$ cat config.mk
export PLATFORM = sky130hd
export DESIGN_NAME = board_top
export DESIGN_NICKNAME = d
export VERILOG_FILES = /design/src/board_pkg.sv /design/src/board_regs.sv /design/src/axi_lite_port.sv /design/src/heartbeat_blink.sv /design/src/board_top.sv
export SDC_FILE = /design/constraint.sdc
export NUM_CORES = 1
export LEC_CHECK = 0
export BUFFER_PORTS_ARGS = -buffer_cell sky130_fd_sc_hd__buf_4
export CORE_MARGIN = 5
export CORE_UTILIZATION = 35
export DETAILED_ROUTE_END_ITERATION = 7
export PLACE_DENSITY = 0.61
export SETUP_SLACK_MARGIN = 0.05
export SLEW_MARGIN = 20
export SYNTH_ARGS = -nofsm -noshare
export SYNTH_HDL_FRONTEND = slang
export SYNTH_SLANG_ARGS = --single-unit
$ cat constraint.sdc
create_clock -name axi_clk -period 1.6 [get_ports axi_clk]
set_input_delay 0.24 -clock axi_clk [delete_from_list [all_inputs] [get_ports axi_clk]]
set_output_delay 0.24 -clock axi_clk [all_outputs]
set_load 0.01 [all_outputs]
$ cat src/board_pkg.sv
package board_pkg;

	// ====================
	// bus geometry
	// ====================
	localparam int AXI_ADDR_W = 30;	// byte address from the processor bridge
	localparam int AXI_DATA_W = 32;
	localparam int AXI_STRB_W = AXI_DATA_W / 8;	// one strobe per byte lane

	localparam int REG_IDX_LSB = 2;	// word aligned, low two bits pick the byte
	localparam int REG_IDX_W = 3;	// eight word slots, six in use
	localparam int REG_SLOTS = 1 << REG_IDX_W;

	localparam logic [1:0] RESP_OKAY = 2'b00;
	localparam logic [1:0] RESP_SLVERR = 2'b10;

	// ====================
	// version word
	// ====================
	localparam logic [7:0] FPGA_DEV = 8'h02;
	localparam logic [7:0] FPGA_FUN = 8'h01;
	localparam logic [15:0] FPGA_REV = 16'h0001;
	localparam logic [31:0] FPGA_VERSION = {FPGA_DEV, FPGA_FUN, FPGA_REV};

	// ====================
	// board pins
	// ====================
	localparam int N_SW = 4;	// active-low slide switches
	localparam int N_GPIO = 4;	// header gpio
	localparam int N_ULED = 3;	// leds 2..4, led 1 is the heartbeat
	localparam int JP5_W = 20;
	localparam int JP4_LANES = 6;	// per diff group
	localparam int JP4_W = 4 * JP4_LANES;

	localparam logic [3:0] HB_PAT_A = 4'b0000;	// first flash of the double blink
	localparam logic [3:0] HB_PAT_B = 4'b0010;	// second flash

	typedef enum logic [REG_IDX_W-1:0] {
		REG_VERSION = 3'd0,	// ro
		REG_SWITCH = 3'd1,	// ro, synced and inverted
		REG_GPIO = 3'd2,
		REG_LED = 3'd3,
		REG_JP5 = 3'd4,
		REG_JP4 = 3'd5	// last mapped word
	} reg_idx_e;

	typedef struct packed { logic [AXI_ADDR_W-1:0] addr; } axi_aw_t;
	typedef struct packed { logic [AXI_DATA_W-1:0] data; logic [AXI_STRB_W-1:0] strb; } axi_w_t;
	typedef struct packed { logic [1:0] resp; } axi_b_t;
	typedef struct packed { logic [AXI_ADDR_W-1:0] addr; } axi_ar_t;
	typedef struct packed { logic [AXI_DATA_W-1:0] data; logic [1:0] resp; } axi_r_t;

	typedef struct packed {
		logic [AXI_ADDR_W-1:0] addr;
		logic [AXI_DATA_W-1:0] data;
		logic [AXI_STRB_W-1:0] strb;
	} reg_wr_t;	// one register write strobe

	typedef struct packed { logic [AXI_DATA_W-1:0] data; logic err; } reg_rd_t;

	typedef struct packed {
		logic [JP4_LANES-1:0] txp;	// msb field
		logic [JP4_LANES-1:0] txn;
		logic [JP4_LANES-1:0] rxp;
		logic [JP4_LANES-1:0] rxn;	// register bits 5:0
	} jp4_t;

	typedef struct packed {
		logic [3:0] led;
		logic [N_GPIO-1:0] gpio;
		logic [JP5_W-1:0] jp5;
		jp4_t jp4;
	} board_pins_t;

endpackage

$ cat src/board_regs.sv
`timescale 1ns/1ps

module board_regs import board_pkg::*; (
	input logic axi_clk,
	input logic rst,
	input reg_wr_t wr,
	input logic wr_en,
	output logic wr_err,	// comb, from wr.addr
	input axi_ar_t rd_addr,
	input logic rd_en,
	output reg_rd_t rd,	// loaded on rd_en only
	input logic [N_SW-1:0] sw_n,	// async board switches
	output logic [N_GPIO-1:0] gpio,
	output logic [N_ULED-1:0] uled,
	output logic [JP5_W-1:0] jp5,
	output jp4_t jp4
);

	logic [N_SW-1:0] sw_meta;	// first sync stage
	logic [N_SW-1:0] sw_sync;	// second stage, already inverted
	logic [REG_SLOTS-1:0][AXI_DATA_W-1:0] words;	// zero-extended view of every slot
	reg_idx_e wr_idx;
	reg_idx_e rd_idx;
	logic rd_err;
	logic [AXI_DATA_W-1:0] merged;	// old word with strobed bytes replaced

	// out of map if anything above the index is set, or index past jp4
	function automatic logic addr_bad(input logic [AXI_ADDR_W-1:0] addr);
		logic [REG_IDX_W-1:0] idx;
		logic upper;
		idx = addr[REG_IDX_LSB +: REG_IDX_W];
		upper = |addr[AXI_ADDR_W-1:REG_IDX_LSB+REG_IDX_W];
		return upper || (idx > REG_JP4);
	endfunction

	// byte lane merge under wstrb
	function automatic logic [AXI_DATA_W-1:0] strb_merge(
		input logic [AXI_DATA_W-1:0] old,
		input logic [AXI_DATA_W-1:0] data,
		input logic [AXI_STRB_W-1:0] strb
	);
		logic [AXI_DATA_W-1:0] res;
		res = old;
		for (int i = 0; i < AXI_STRB_W; i++)
		begin
			if (strb[i])
				res[8*i +: 8] = data[8*i +: 8];
		end
		return res;
	endfunction

	// ====================
	// switch sync
	// ====================
	always_ff @(posedge axi_clk)
	begin
		if (rst)
		begin
			sw_meta <= '0;
			sw_sync <= '0;
		end
		else
		begin
			sw_meta <= ~sw_n;	// invert at the pin, 1 = on
			sw_sync <= sw_meta;
		end
	end

	// ====================
	// decode
	// ====================
	assign wr_idx = reg_idx_e'(wr.addr[REG_IDX_LSB +: REG_IDX_W]);
	assign rd_idx = reg_idx_e'(rd_addr.addr[REG_IDX_LSB +: REG_IDX_W]);
	assign wr_err = addr_bad(wr.addr);	// back to the port same cycle
	assign rd_err = addr_bad(rd_addr.addr);

	always_comb
	begin
		words = '0;	// unused slots and upper bits read zero
		words[REG_VERSION] = FPGA_VERSION;
		words[REG_SWITCH][N_SW-1:0] = sw_sync;
		words[REG_GPIO][N_GPIO-1:0] = gpio;
		words[REG_LED][N_ULED-1:0] = uled;
		words[REG_JP5][JP5_W-1:0] = jp5;
		words[REG_JP4][JP4_W-1:0] = jp4;
	end

	assign merged = strb_merge(words[wr_idx], wr.data, wr.strb);

	// ====================
	// write side
	// ====================
	always_ff @(posedge axi_clk)
	begin
		if (rst)
		begin
			gpio <= '0;
			uled <= '0;
			jp5 <= '0;
			jp4 <= '0;
		end
		else if (wr_en && !wr_err)
		begin
			case (wr_idx)
				REG_GPIO: gpio <= merged[N_GPIO-1:0];	// bits above width dropped
				REG_LED: uled <= merged[N_ULED-1:0];
				REG_JP5: jp5 <= merged[JP5_W-1:0];
				REG_JP4: jp4 <= merged[JP4_W-1:0];	// rxn in bits 5:0
				default: ;	// version and switch are read only, write is ignored
			endcase
		end
	end

	// ====================
	// read side
	// ====================
	always_ff @(posedge axi_clk)
	begin
		if (rst)
		begin
			rd <= '0;
		end
		else if (rd_en)
		begin
			rd.data <= rd_err ? '0 : words[rd_idx];	// bad address reads zero
			rd.err <= rd_err;
		end
	end

	// a flagged write must not touch any pin register
	a_no_bad_write: assert property (@(posedge axi_clk) disable iff (rst)
		(wr_en && wr_err) |=> ($stable(gpio) && $stable(uled) && $stable(jp5) && $stable(jp4)))
		else $error("write landed on an out-of-map address");

endmodule

$ cat src/axi_lite_port.sv
`timescale 1ns/1ps

module axi_lite_port import board_pkg::*; (
	input logic axi_clk,
	input logic rst,

	// ====================
	// axi-lite slave
	// ====================
	input axi_aw_t aw,
	input logic awvalid,
	output logic awready,
	input axi_w_t w,
	input logic wvalid,
	output logic wready,
	output axi_b_t b,
	output logic bvalid,
	input logic bready,
	input axi_ar_t ar,
	input logic arvalid,
	output logic arready,
	output axi_r_t r,
	output logic rvalid,
	input logic rready,

	// ====================
	// register side
	// ====================
	output reg_wr_t wr,
	output logic wr_en,	// apply on this edge
	input logic wr_err,	// comb decode result for wr.addr
	output axi_ar_t rd_addr,
	output logic rd_en,	// load rd on this edge
	input reg_rd_t rd	// held until the next rd_en
);

	logic wr_take;	// aw and w accepted together
	logic rd_take;

	// ====================
	// write channel
	// ====================
	// aw and w only move as a pair, and never while a b is outstanding
	assign wr_take = awvalid && wvalid && !bvalid;
	assign awready = wr_take;
	assign wready = wr_take;

	assign wr_en = wr_take;
	assign wr.addr = aw.addr;
	assign wr.data = w.data;
	assign wr.strb = w.strb;

	always_ff @(posedge axi_clk)
	begin
		if (rst)
		begin
			bvalid <= 1'b0;
			b <= '0;
		end
		else if (wr_take)
		begin
			bvalid <= 1'b1;	// response one cycle after acceptance
			b.resp <= wr_err ? RESP_SLVERR : RESP_OKAY;
		end
		else if (bready)
		begin
			bvalid <= 1'b0;	// taken, or never there
		end
	end

	// ====================
	// read channel
	// ====================
	assign rd_take = arvalid && !rvalid;	// one read in flight at most
	assign arready = rd_take;
	assign rd_en = rd_take;
	assign rd_addr = ar;

	always_ff @(posedge axi_clk)
	begin
		if (rst)
		begin
			rvalid <= 1'b0;
		end
		else if (rd_take)
		begin
			rvalid <= 1'b1;	// rd gets loaded on the same edge
		end
		else if (rready)
		begin
			rvalid <= 1'b0;
		end
	end

	// rd is the holding register, it cannot change while rvalid blocks rd_en
	assign r.data = rd.data;	// zero on decode error
	assign r.resp = rd.err ? RESP_SLVERR : RESP_OKAY;

	// ====================
	// checks
	// ====================
	a_b_hold: assert property (@(posedge axi_clk) disable iff (rst)
		(bvalid && !bready) |=> (bvalid && $stable(b)))
		else $error("b response dropped or changed before bready");

	a_r_hold: assert property (@(posedge axi_clk) disable iff (rst)
		(rvalid && !rready) |=> rvalid)
		else $error("rvalid dropped before rready");

	a_r_stable: assert property (@(posedge axi_clk) disable iff (rst)
		(rvalid && !rready) |=> $stable(r))
		else $error("r payload changed while stalled");

endmodule

$ cat src/heartbeat_blink.sv
`timescale 1ns/1ps

module heartbeat_blink import board_pkg::*; #(
	parameter int HB_MSB = 26	// period is 2**(HB_MSB+1) clocks
) (
	input logic axi_clk,
	input logic rst,
	output logic blink	// registered, one cycle behind the count
);

	logic [HB_MSB:0] cnt;	// free running
	logic [3:0] top;	// four msbs of the count
	logic hit;

	// ====================
	// counter
	// ====================
	always_ff @(posedge axi_clk)
	begin
		if (rst)
			cnt <= '0;	// reads zero on the first edge out of reset
		else
			cnt <= cnt + 1'b1;
	end

	// ====================
	// pattern decode
	// ====================
	assign top = cnt[HB_MSB -: 4];
	assign hit = (top == HB_PAT_A) || (top == HB_PAT_B);	// two short flashes per period

	always_ff @(posedge axi_clk)
	begin
		if (rst)
			blink <= 1'b0;
		else
			blink <= hit;
	end

endmodule

$ cat src/board_top.sv
`timescale 1ns/1ps

module board_top import board_pkg::*; #(
	parameter int HB_MSB = 26	// top counter bit, sets the blink period
) (
	input logic axi_clk,
	input logic rst,	// sync, active high

	// ====================
	// axi-lite slave
	// ====================
	input axi_aw_t aw,
	input logic awvalid,
	output logic awready,
	input axi_w_t w,
	input logic wvalid,
	output logic wready,
	output axi_b_t b,
	output logic bvalid,
	input logic bready,
	input axi_ar_t ar,
	input logic arvalid,
	output logic arready,
	output axi_r_t r,
	output logic rvalid,
	input logic rready,

	// ====================
	// board pins
	// ====================
	input logic [N_SW-1:0] sw_n,	// low when switched on
	output board_pins_t pins
);

	reg_wr_t wr;	// write strobe toward the register file
	logic wr_en;
	logic wr_err;	// decode error, back to the port
	axi_ar_t rd_addr;
	logic rd_en;
	reg_rd_t rd;	// registered read word
	logic [N_GPIO-1:0] gpio;
	logic [N_ULED-1:0] uled;
	logic [JP5_W-1:0] jp5;
	jp4_t jp4;
	logic hb;	// heartbeat led

	axi_lite_port u_port (
		.axi_clk(axi_clk), .rst(rst),
		.aw(aw), .awvalid(awvalid), .awready(awready),
		.w(w), .wvalid(wvalid), .wready(wready),
		.b(b), .bvalid(bvalid), .bready(bready),
		.ar(ar), .arvalid(arvalid), .arready(arready),
		.r(r), .rvalid(rvalid), .rready(rready),
		.wr(wr), .wr_en(wr_en), .wr_err(wr_err),
		.rd_addr(rd_addr), .rd_en(rd_en), .rd(rd)
	);

	board_regs u_regs (
		.axi_clk(axi_clk), .rst(rst),
		.wr(wr), .wr_en(wr_en), .wr_err(wr_err),
		.rd_addr(rd_addr), .rd_en(rd_en), .rd(rd),
		.sw_n(sw_n),
		.gpio(gpio), .uled(uled), .jp5(jp5), .jp4(jp4)
	);

	heartbeat_blink #(
		.HB_MSB(HB_MSB)
	) u_hb (
		.axi_clk(axi_clk),
		.rst(rst),
		.blink(hb)
	);

	// pin assembly, led 1 is the heartbeat
	assign pins.led = {uled, hb};	// leds 2..4 from reg bits 2:0
	assign pins.gpio = gpio;
	assign pins.jp5 = jp5;
	assign pins.jp4 = jp4;

endmodule

==> out/metrics.cfg, run 1 <==
[cells_and_area]
final_cell_mix = buf_4 (207), dfxtp_1 (110), nand2_1 (75)
fin_nets = 913
layout_commonest_cell = buf_4
final-seq-area_sq_mm = 0.00233
syn2layout_area_growth_pct = 49.9
utilization_pct = 53.7
n_fill_cell = 1322
final_area_sq_mm = 0.00783
multiInputGateArea_sq_mm = 0.00288
layout-drive-gt1-share_pct = 39.4
antenna_cells = 0

[floorplan]
ios = 200
die-area_sq_mm = 0.0175
chipHeight_microns = 132
coreArea_sq_mm = 0.0146
rows = 44
start_util_pct = 35.8
die_w_microns = 132

[grt]
overflow = 0
grt_start_max_net_pins = 43
track_usage_pct = 18.3
grt_pass1_wl_microns = 26300
antenna_found_initial = 0
grt_pass1_vias = 5223

[synth]
synthArstFlopShare_pct = 0
syn_area_sq_mm = 0.00522
ys.flop_type = dfxtp_1
ys_seq_elements = 116
yosysUniqueCellTypes = 47
netlist_instances = 606
ys_warn_count = 0
postSynthAreaPerCell_sq_um = 8.62
ys_seq_area_share_pct = 44.5
synth_edf_count = 0

[sta]
rsz0062_at_grt = yes
drv_slew = 0
setup_tns_ns = -10.69
max_freq_ghz = 0.529
finClkSkew_ns = 0.00991
period_share_pct = 118
min_period_ns = 1.89
setup_violations = 51
hold_viol = 0
fin_ws_ns = -0.290

[min_path]
hold_class = in -> reg

[setup_path]
r2r-start = u_port.bvalid$_SDFFE_PP0P_
reg2regPathDepth = 6
arrival_ns = 2.25
r2r_slack_ns = -0.29
cp_max_fo = 24
end_kind = flop
worstSetupEndpoint = u_regs.jp4[16]$_SDFFE_PP0P_
reg2reg_to = u_regs.jp4[16]$_SDFFE_PP0P_
cpPeakStageDelay_ns = 0.61
worstPathRequired_ns = 1.96
crit_slowest_cell = or4_4
cp-startpoint = u_port.bvalid$_SDFFE_PP0P_
crit_path_start_kind = flop
crit_type = reg -> reg
path_cells = and3b_2 -> nand4_1 -> or4_4 -> buf_12 -> nor3_2 -> a31o_1

[clock_network]
clk_latency_ns = 0.42
htree_levels = 4
cts_made_buffers = 17
cts_tree = built
numClockSinks = 116
cts.clk_slew.worst_paths_ns = 0.06
cts_buffer_depth = 2
cts_root_buf = clkbuf_16

[power]
power.static_leakage_nw = 3.26
powerDensity_mw_per_mm2 = 932
irDropWorstVdd_mv = 0.813

[detailed_routing]
dr.first_iter.drc_count = 223
vias_per_cell = 5.15
routed-via-count = 5161
finalWirelength_microns = 16400
ant_nets = 0
drt-wirelength-per-cell_microns = 16.4
drc = 0
first_pass_iters = 4

[placement]
io_buffers = 177
dpl_worst_slack_ns = -0.549
dp_hpwl_microns = 12400
gp_congestion = 0.869
dpl_cell_area_sq_mm = 0.00700

[run]
maxCapViolations = 0

[outcome]
violations = setup timing
status = finished, violations left

-- area by class of cell --
class / instances / area share, %
clock buffers: 19 / 5.53
clock inverters: 13 / 2.03
inverters: 7 / 0.336
multi-input cells: 441 / 36.7
flip-flops and latches: 116 / 29.8
well taps: 184 / 2.94
repair buffers: 222 / 22.6
-- how the worst min path moves through the flow --
stage	from	to	slack, ns	cells past startpoint
2_1_floorplan	sw_n[0]	u_regs.sw_meta[0]$_SDFF_PP0_	0.31	1
3_3_place_gp	sw_n[0]	u_regs.sw_meta[0]$_SDFF_PP0_	0.40	2
3_5_place_dp	sw_n[0]	u_regs.sw_meta[0]$_SDFF_PP0_	0.40	2
4_1_cts	w[24]	u_regs.jp4[20]$_SDFFE_PP0P_	0.08	3
5_1_grt	w[25]	u_regs.jp4[21]$_SDFFE_PP0P_	0.07	3
6_report	w[25]	u_regs.jp4[21]$_SDFFE_PP0P_	0.09	3
-- power breakdown --
group / internal [mW] / switching, mW / total (mW)
Combinational: 0.288 / 0.273 / 0.560
Clock: 2.44 / 1.37 / 3.81
Sequential: 2.92 / 0.0154 / 2.93
-- worst max-delay path, delay by kind of cell (launching register included) --
| family | cells | cell delay, ns |
|---|---|---|
| compound gates | 1 | 0.11 |
| flops | 1 | 0.31 |
| buf+inv | 1 | 0.18 |
| simple gates | 4 | 1.23 |
-- flip-flops by register name, summed over array words and instances, names as in the netlist --
signal	cells
u_hb.blink	1
u_regs.uled	3
u_regs.rd	26
u_port.rvalid	1
u_port.b	1
u_port.bvalid	1
u_regs.jp5	20
u_hb.cnt	27
u_regs.sw_sync	4
u_regs.jp4	24
u_regs.sw_meta	4
u_regs.gpio	4
-- routing by layer --
layer,vias up,share of wire (%),GRT usage (%)
met5,-,0,0
met1,2478,41,21.3
met3,16,8.1,8.09
li1,2526,-,-
met4,0,0.86,4.46
met2,141,50,31.0
-- synth_stat cells, drive strengths merged (2+ instances only) --
| cell | number | area share, % |
|---|---|---|
| a211oi | 5 | 0.72 |
| dfxtp | 116 | 44 |
| nor4 | 13 | 1.8 |
| a22o | 13 | 2.2 |
| nand4 | 10 | 1.2 |
| xnor2 | 7 | 1.2 |
| a21oi | 9 | 0.86 |
| buf | 24 | 2.9 |
| inv | 7 | 0.50 |
| mux2 | 15 | 3.2 |
| nor3 | 6 | 0.67 |
| o2111ai | 2 | 0.34 |
| a31o | 2 | 0.34 |
| o221a | 2 | 0.43 |
| nand2 | 79 | 5.7 |
| and3 | 7 | 0.84 |
| nor2 | 47 | 3.4 |
| a22oi | 5 | 0.72 |
| nand3 | 57 | 5.5 |
| clkbuf | 26 | 1.9 |
| mux2i | 36 | 6.9 |
| o31ai | 3 | 0.43 |
| nand2b | 5 | 0.60 |
| or4 | 2 | 0.43 |
| and4 | 3 | 0.50 |
| xor2 | 17 | 2.9 |
| nor2b | 10 | 1.2 |
| o21ai | 65 | 6.2 |
-- metrics by stage --
stage          instances  power, mW  hold WS, ns
2_1_floorplan        614       3.25        0.312
3_3_place_gp         963       3.53        0.399
3_5_place_dp         963       3.54        0.402
4_1_cts             1001       7.36       0.0807
5_1_grt             1002       7.59       0.0680
6_report            1002       7.30       0.0910
-- cells by family after synthesis --
| group | count (synthesis) | share of synthesized area, % |
|---|---|---|
| buffers and inverters | 57 | 5.30 |
| other | 1 | 0.0718 |
| muxes | 51 | 10.1 |
| AOI/OAI and AO/OA | 113 | 13.4 |
| and+or+nand+nor | 243 | 22.3 |
| xor gates and xnor gates | 24 | 4.03 |
| adders and majority gates | 1 | 0.240 |
| DFF | 116 | 44.5 |
-- what timing repair did --
action                     4_1_cts  5_1_grt
hold endpoints to repair         4        0
pin swaps                       17       10
hold buffers                     4        0
setup endpoints to repair       61       82
buffers inserted                 3        4
resized for setup               16       38
No activity file was read; power rests on OpenSTA's default activity.
==> run 2, diff against run 1 <==
Settings changed: CTS_BUF_LIST set to sky130_fd_sc_hd__clkbuf_8, RECOVER_POWER set to 100.
==> out/metrics.cfg, run 2 (synthesis results as in run 1) <==
[cells_and_area]
antenna_cells = 0  ; unchanged
largest-register = u_hb.cnt
layout_commonest_cell = buf_4
fin_cells = 1006  ; +0.40%
n_fill_cell = 1338  ; +1.2%
fin_nets = 917  ; +0.44%
multiInputGateArea_sq_mm = 0.00293  ; +1.8%
layout-drive-gt1-share_pct = 40.6  ; +1.3 points
final_area_sq_mm = 0.00778  ; -0.58%
syn2layout_area_growth_pct = 49.1
largestRegisters = u_hb.cnt (27), u_regs.rd (26), u_regs.jp4 (24)
final-seq-area_sq_mm = 0.00233  ; unchanged
largest_reg_flops = 27  ; unchanged
final_cell_mix = buf_4 (205), dfxtp_1 (110), nand2_1 (75)

[detailed_routing]
finalWirelength_microns = 16700  ; +1.8%
drt-wirelength-per-cell_microns = 16.6  ; +1.4%
wl_met3_microns = 1250  ; -6.6%
drc = 0  ; unchanged
route.met2.wl_microns = 8430  ; +2.0%
ant_nets = 0  ; unchanged
dr.first_iter.drc_count = 238  ; +6.7%
wl_met1_microns = 6900  ; +2.9%
first_pass_iters = 4  ; unchanged
routed-via-count = 5230  ; +1.3%
routed.top_layer = met4
vias_per_cell = 5.20  ; +0.93%

[sta]
period_share_pct = 119  ; +0.99 points
hold_slack_ns = 0.0604  ; -0.0306 ns
setup_violations = 51  ; unchanged
rsz0062_at_grt = yes
finClkSkew_ns = 0.00902  ; -0.000895 ns
fin_ws_ns = -0.306  ; -0.0158 ns
hold_viol = 0  ; unchanged
min_period_ns = 1.91  ; +0.0158 ns
maxSlewHeadroom_pct = 44.4
max_freq_ghz = 0.525  ; -0.83%
setup_tns_ns = -11.58  ; -0.894 ns
tightestPinTransition_ns = 0.834
drv_slew = 0  ; unchanged

[floorplan]
ios = 200  ; unchanged
die_w_microns = 132  ; unchanged
die-area_sq_mm = 0.0175  ; unchanged
start_util_pct = 35.8  ; unchanged
chipHeight_microns = 132  ; unchanged
coreArea_sq_mm = 0.0146  ; unchanged
rows = 44  ; unchanged

[setup_path]
arrival_ns = 2.24  ; about the same
crit_type = reg -> reg
worstPathRequired_ns = 1.94  ; -0.02 ns
reg2reg_to = u_regs.jp5[16]$_SDFFE_PP0P_
crit_path_start_kind = flop
reg2regPathDepth = 5  ; -1
r2r-start = u_port.bvalid$_SDFFE_PP0P_
r2r_slack_ns = -0.31  ; -0.02 ns
cp-startpoint = u_port.bvalid$_SDFFE_PP0P_
cp_max_fo = 7  ; -71%
end_kind = flop

[grt]
grt_pass1_wl_microns = 26000  ; -0.87%
grt_pass1_vias = 5186  ; -0.71%
track_usage_pct = 18.2  ; -0.083 points
overflow = 0  ; unchanged
grt_start_max_net_pins = 43  ; unchanged
antenna_found_initial = 0  ; unchanged

[outcome]
status = finished, violations left
violations = setup timing

[power]
powerDensity_mw_per_mm2 = 802  ; -14%
irDropWorstVdd_mv = 0.499  ; -39%
power_mw = 6.24  ; -15%
power.static_leakage_nw = 3.25  ; -0.40%

[clock_network]
numClockSinks = 116  ; unchanged
htree_levels = 4  ; unchanged
cts_made_buffers = 17  ; unchanged
cts_root_buf = clkbuf_8
cts_buffer_depth = 2  ; unchanged
cts_tree = built
clk_latency_ns = 0.44  ; +0.02 ns
cts.clk_slew.worst_paths_ns = 0.08  ; +0.02 ns

[min_path]
worstHoldStart = w[25]
whs_path_depth = 3  ; unchanged
min_to = u_regs.jp4[21]$_SDFFE_PP0P_
hold_class = in -> reg

[placement]
dp_hpwl_microns = 12400  ; unchanged
gp_congestion = 0.869  ; unchanged
io_buffers = 177  ; unchanged
dpl_cell_area_sq_mm = 0.00700  ; unchanged
dp_cells = 963  ; unchanged

[run]
maxCapViolations = 0  ; unchanged

[run 2: critical path, stage by stage, from the launching register on]
cell     delay [ns]
dfxtp_2        0.32
and3b_2        0.23
nand4_1        0.23
or4_4          0.69
buf_12         0.18
a31o_1         0.17
[run 2: worst max path at each step]
stage	to	slack [ns]
finish	u_regs.jp5[16]$_SDFFE_PP0P_	-0.31
global route	u_regs.jp5[0]$_SDFFE_PP0P_	-0.38
CTS	u_regs.jp5[11]$_SDFFE_PP0P_	-0.23
detailed placement	u_regs.jp4[16]$_SDFFE_PP0P_	-0.55
global placement	u_regs.jp4[16]$_SDFFE_PP0P_	-0.46
floorplan	u_regs.jp5[16]$_SDFFE_PP0P_	-0.13
[run 2: area by class of cell]
class                   instances  area share, %
repair buffers                226           24.0
inverters                       7          0.338
clock inverters                15           2.14
multi-input cells             441           37.6
well taps                     184           2.96
flip-flops and latches        116           30.0
clock buffers                  17           3.01
[run 2: repair_timing]
item | in CTS | in global routing
gates resized for setup | 17 | 49
endpoints found under the setup margin | 63 | 84
setup buffers | 3 | 3
gates cloned | 0 | 4
pin swaps | 17 | 12
hold buffers | 4 | 0
endpoints found under the hold margin | 4 | 0
[run 2: metal layers]
| metal | vias up | GRT usage [%] |
|---|---|---|
| met5 | - | 0 |
| met4 | 0 | 5.66 |
| met3 | 16 | 7.10 |
| met2 | 155 | 30.6 |
| met1 | 2524 | 21.5 |
| li1 | 2535 | - |
[run 2: per-stage QoR]
| step | setup slack [ns] | util [%] |
|---|---|---|
| 6_report | -0.306 | 53.3 |
| 5_1_grt | -0.377 | 53.3 |
| 4_1_cts | -0.233 | 51.5 |
| 3_5_place_dp | -0.549 | 48.0 |
| 3_3_place_gp | -0.462 | 48.0 |
| 2_1_floorplan | -0.126 | - |
[run 2: report_power, final]
part	internal [mW]	switching [mW]
logic	0.286	0.277
clock network	1.52	1.23
registers	2.91	0.0153
total	4.72	1.52
==> run 3, diff against run 2 <==
Settings changed: MAX_ROUTING_LAYER set to met4.
==> out/metrics.cfg, run 3 (synthesis results as in run 1) <==
[cells_and_area]
n_fill_cell = 1339  ; +0.075%
final-seq-area_sq_mm = 0.00233  ; unchanged
fin_cells = 1006  ; unchanged
antenna_cells = 0  ; unchanged
layout_commonest_cell = buf_4
layout-drive-gt1-share_pct = 40.6  ; unchanged
largestRegisters = u_hb.cnt (27), u_regs.rd (26), u_regs.jp4 (24)
largest_reg_flops = 27  ; unchanged
final_area_sq_mm = 0.00778  ; unchanged
multiInputGateArea_sq_mm = 0.00293  ; unchanged
syn2layout_area_growth_pct = 49.1  ; unchanged
fin_nets = 917  ; unchanged
utilization_pct = 53.3  ; unchanged
largest-register = u_hb.cnt
final_cell_mix = buf_4 (205), dfxtp_1 (110), nand2_1 (75)

[detailed_routing]
vias_per_cell = 5.18  ; -0.42%
dr.first_iter.drc_count = 216  ; -9.2%
finalWirelength_microns = 16700  ; -0.20%
ant_nets = 0  ; unchanged
drt-wirelength-per-cell_microns = 16.6  ; -0.20%
routed-via-count = 5208  ; -0.42%
drc = 0  ; unchanged
first_pass_iters = 4  ; unchanged

[sta]
fin_ws_ns = -0.290  ; +0.0164 ns
hold_viol = 0  ; unchanged
finClkSkew_ns = 0.00955  ; +0.000537 ns
rsz0062_at_grt = yes
drv_slew = 0  ; unchanged
setup_violations = 51  ; unchanged
maxSlewHeadroom_pct = 45.5  ; +1.1 points
max_freq_ghz = 0.529  ; +0.87%
tightestPinTransition_ns = 0.817  ; -0.0171 ns
min_period_ns = 1.89  ; -0.0164 ns
period_share_pct = 118  ; -1.0 points

[setup_path]
r2r_slack_ns = -0.29  ; +0.02 ns
crit_path_start_kind = flop
arrival_ns = 2.23  ; about the same
reg2reg_to = u_regs.jp5[16]$_SDFFE_PP0P_
worstPathRequired_ns = 1.94  ; about the same
r2r-start = u_port.bvalid$_SDFFE_PP0P_
cpPeakStageDelay_ns = 0.68  ; about the same
crit_slowest_cell = or4_4
reg2regPathDepth = 5  ; unchanged
worstSetupEndpoint = u_regs.jp5[16]$_SDFFE_PP0P_
end_kind = flop
cp_max_fo = 7  ; unchanged
path_cells = and3b_2 -> nand4_1 -> or4_4 -> buf_12 -> a31o_1
cp-startpoint = u_port.bvalid$_SDFFE_PP0P_
crit_type = reg -> reg

[floorplan]
die-area_sq_mm = 0.0175  ; unchanged
die_w_microns = 132  ; unchanged
start_util_pct = 35.8  ; unchanged
chipHeight_microns = 132  ; unchanged
coreArea_sq_mm = 0.0146  ; unchanged
ios = 200  ; unchanged
rows = 44  ; unchanged

[grt]
grt_start_max_net_pins = 43  ; unchanged
antenna_found_initial = 0  ; unchanged
grt_pass1_wl_microns = 26000  ; unchanged
overflow = 0  ; unchanged
track_usage_pct = 18.8  ; +0.54 points
grt_pass1_vias = 5173  ; -0.25%

[run]
maxCapViolations = 0  ; unchanged

[clock_network]
clk_latency_ns = 0.44  ; about the same
numClockSinks = 116  ; unchanged
cts_made_buffers = 17  ; unchanged
cts_buffer_depth = 2  ; unchanged
cts.clk_slew.worst_paths_ns = 0.07  ; about the same
cts_tree = built
htree_levels = 4  ; unchanged
cts_root_buf = clkbuf_8

[power]
combPwrFrac_pct = 9.0  ; about the same
switching_power_mw = 1.52  ; -0.28%
pwr-share-seq_pct = 46.9  ; about the same
irDropWorstVdd_mv = 0.500  ; +0.23%
powerDensity_mw_per_mm2 = 801  ; about the same
p_int_mw = 4.72  ; about the same
power_mw = 6.23  ; about the same
clockPowerShare_pct = 44.0  ; about the same
sw_frac_of_total_pct = 24.3  ; -0.052 points
power.static_leakage_nw = 3.25  ; unchanged

[min_path]
whs_path_depth = 3  ; unchanged
hold_class = in -> reg

[placement]
gp_congestion = 0.883  ; +1.6%
dp_cells = 963  ; unchanged
io_buffers = 177  ; unchanged
dpl_worst_slack_ns = -0.549  ; unchanged
dp_hpwl_microns = 12400  ; unchanged
dpl_cell_area_sq_mm = 0.00700  ; unchanged

[outcome]
status = finished, violations left
violations = setup timing

[run 3: power groups by stage]
| stage | logic, mW | clock network [mW] | registers (mW) |
|---|---|---|---|
| 6_report | 0.562 | 2.75 | 2.93 |
| 5_1_grt | 0.611 | 2.96 | 2.93 |
| 4_1_cts | 0.558 | 2.83 | 2.92 |
| 3_5_place_dp | 0.545 | 0 | 2.99 |
| 3_3_place_gp | 0.535 | 0 | 2.99 |
| 2_1_floorplan | 0.259 | 0 | 2.99 |
[run 3: how the worst min path moves through the flow]
stage          startpoint                      endpoint
5_1_grt             w[27]   u_regs.jp4[23]$_SDFFE_PP0P_
3_3_place_gp      sw_n[0]  u_regs.sw_meta[0]$_SDFF_PP0_
2_1_floorplan     sw_n[0]  u_regs.sw_meta[0]$_SDFF_PP0_
3_5_place_dp      sw_n[0]  u_regs.sw_meta[0]$_SDFF_PP0_
4_1_cts             w[25]   u_regs.jp4[21]$_SDFFE_PP0P_
6_report            w[25]   u_regs.jp4[21]$_SDFFE_PP0P_
[run 3: final cells by class]
| type | count | area share [%] |
|---|---|---|
| clock buffers | 17 | 3.01 |
| inverters | 7 | 0.338 |
| well taps | 184 | 2.96 |
| flip-flops and latches | 116 | 30.0 |
| clock inverters | 15 | 2.14 |
| repair buffers | 226 | 24.0 |
| multi-input cells | 441 | 37.6 |
[run 3: routing by layer]
metal / vias up / track usage [%] / wire length [microns]
met1: 2498 / 21.8 / 6820
met4: 0 / 5.66 / 173
met2: 149 / 30.5 / 8420
met3: 22 / 6.79 / 1280
met5: - / - / 0
li1: 2539 / - / -
[run 3: through the flow]
step	setup TNS, ns	hold slack [ns]
finish	-10.64	0.0596
global route	-15.52	0.0261
detailed placement	-24.52	0.402
floorplan	-3.31	0.312
global placement	-19.22	0.399
CTS	-8.08	0.0268
[run 3: what timing repair did]
| item | in CTS | in global routing |
|---|---|---|
| resized for setup | 17 | 49 |
| hold buffers | 4 | 0 |
| cloned | 0 | 4 |
| buffers inserted | 3 | 3 |
| pin swaps | 17 | 12 |
| setup endpoints to repair | 63 | 84 |
| endpoints found under the hold margin | 4 | 0 |
[run 3: worst max-delay path, delay by kind of cell (launching register included)]
kind | cells | cell delay [ns]
AO/OA/AOI/OAI | 1 | 0.17
buffers and inverters | 1 | 0.18
AND/OR/NAND/NOR | 3 | 1.13
flip-flops | 1 | 0.32
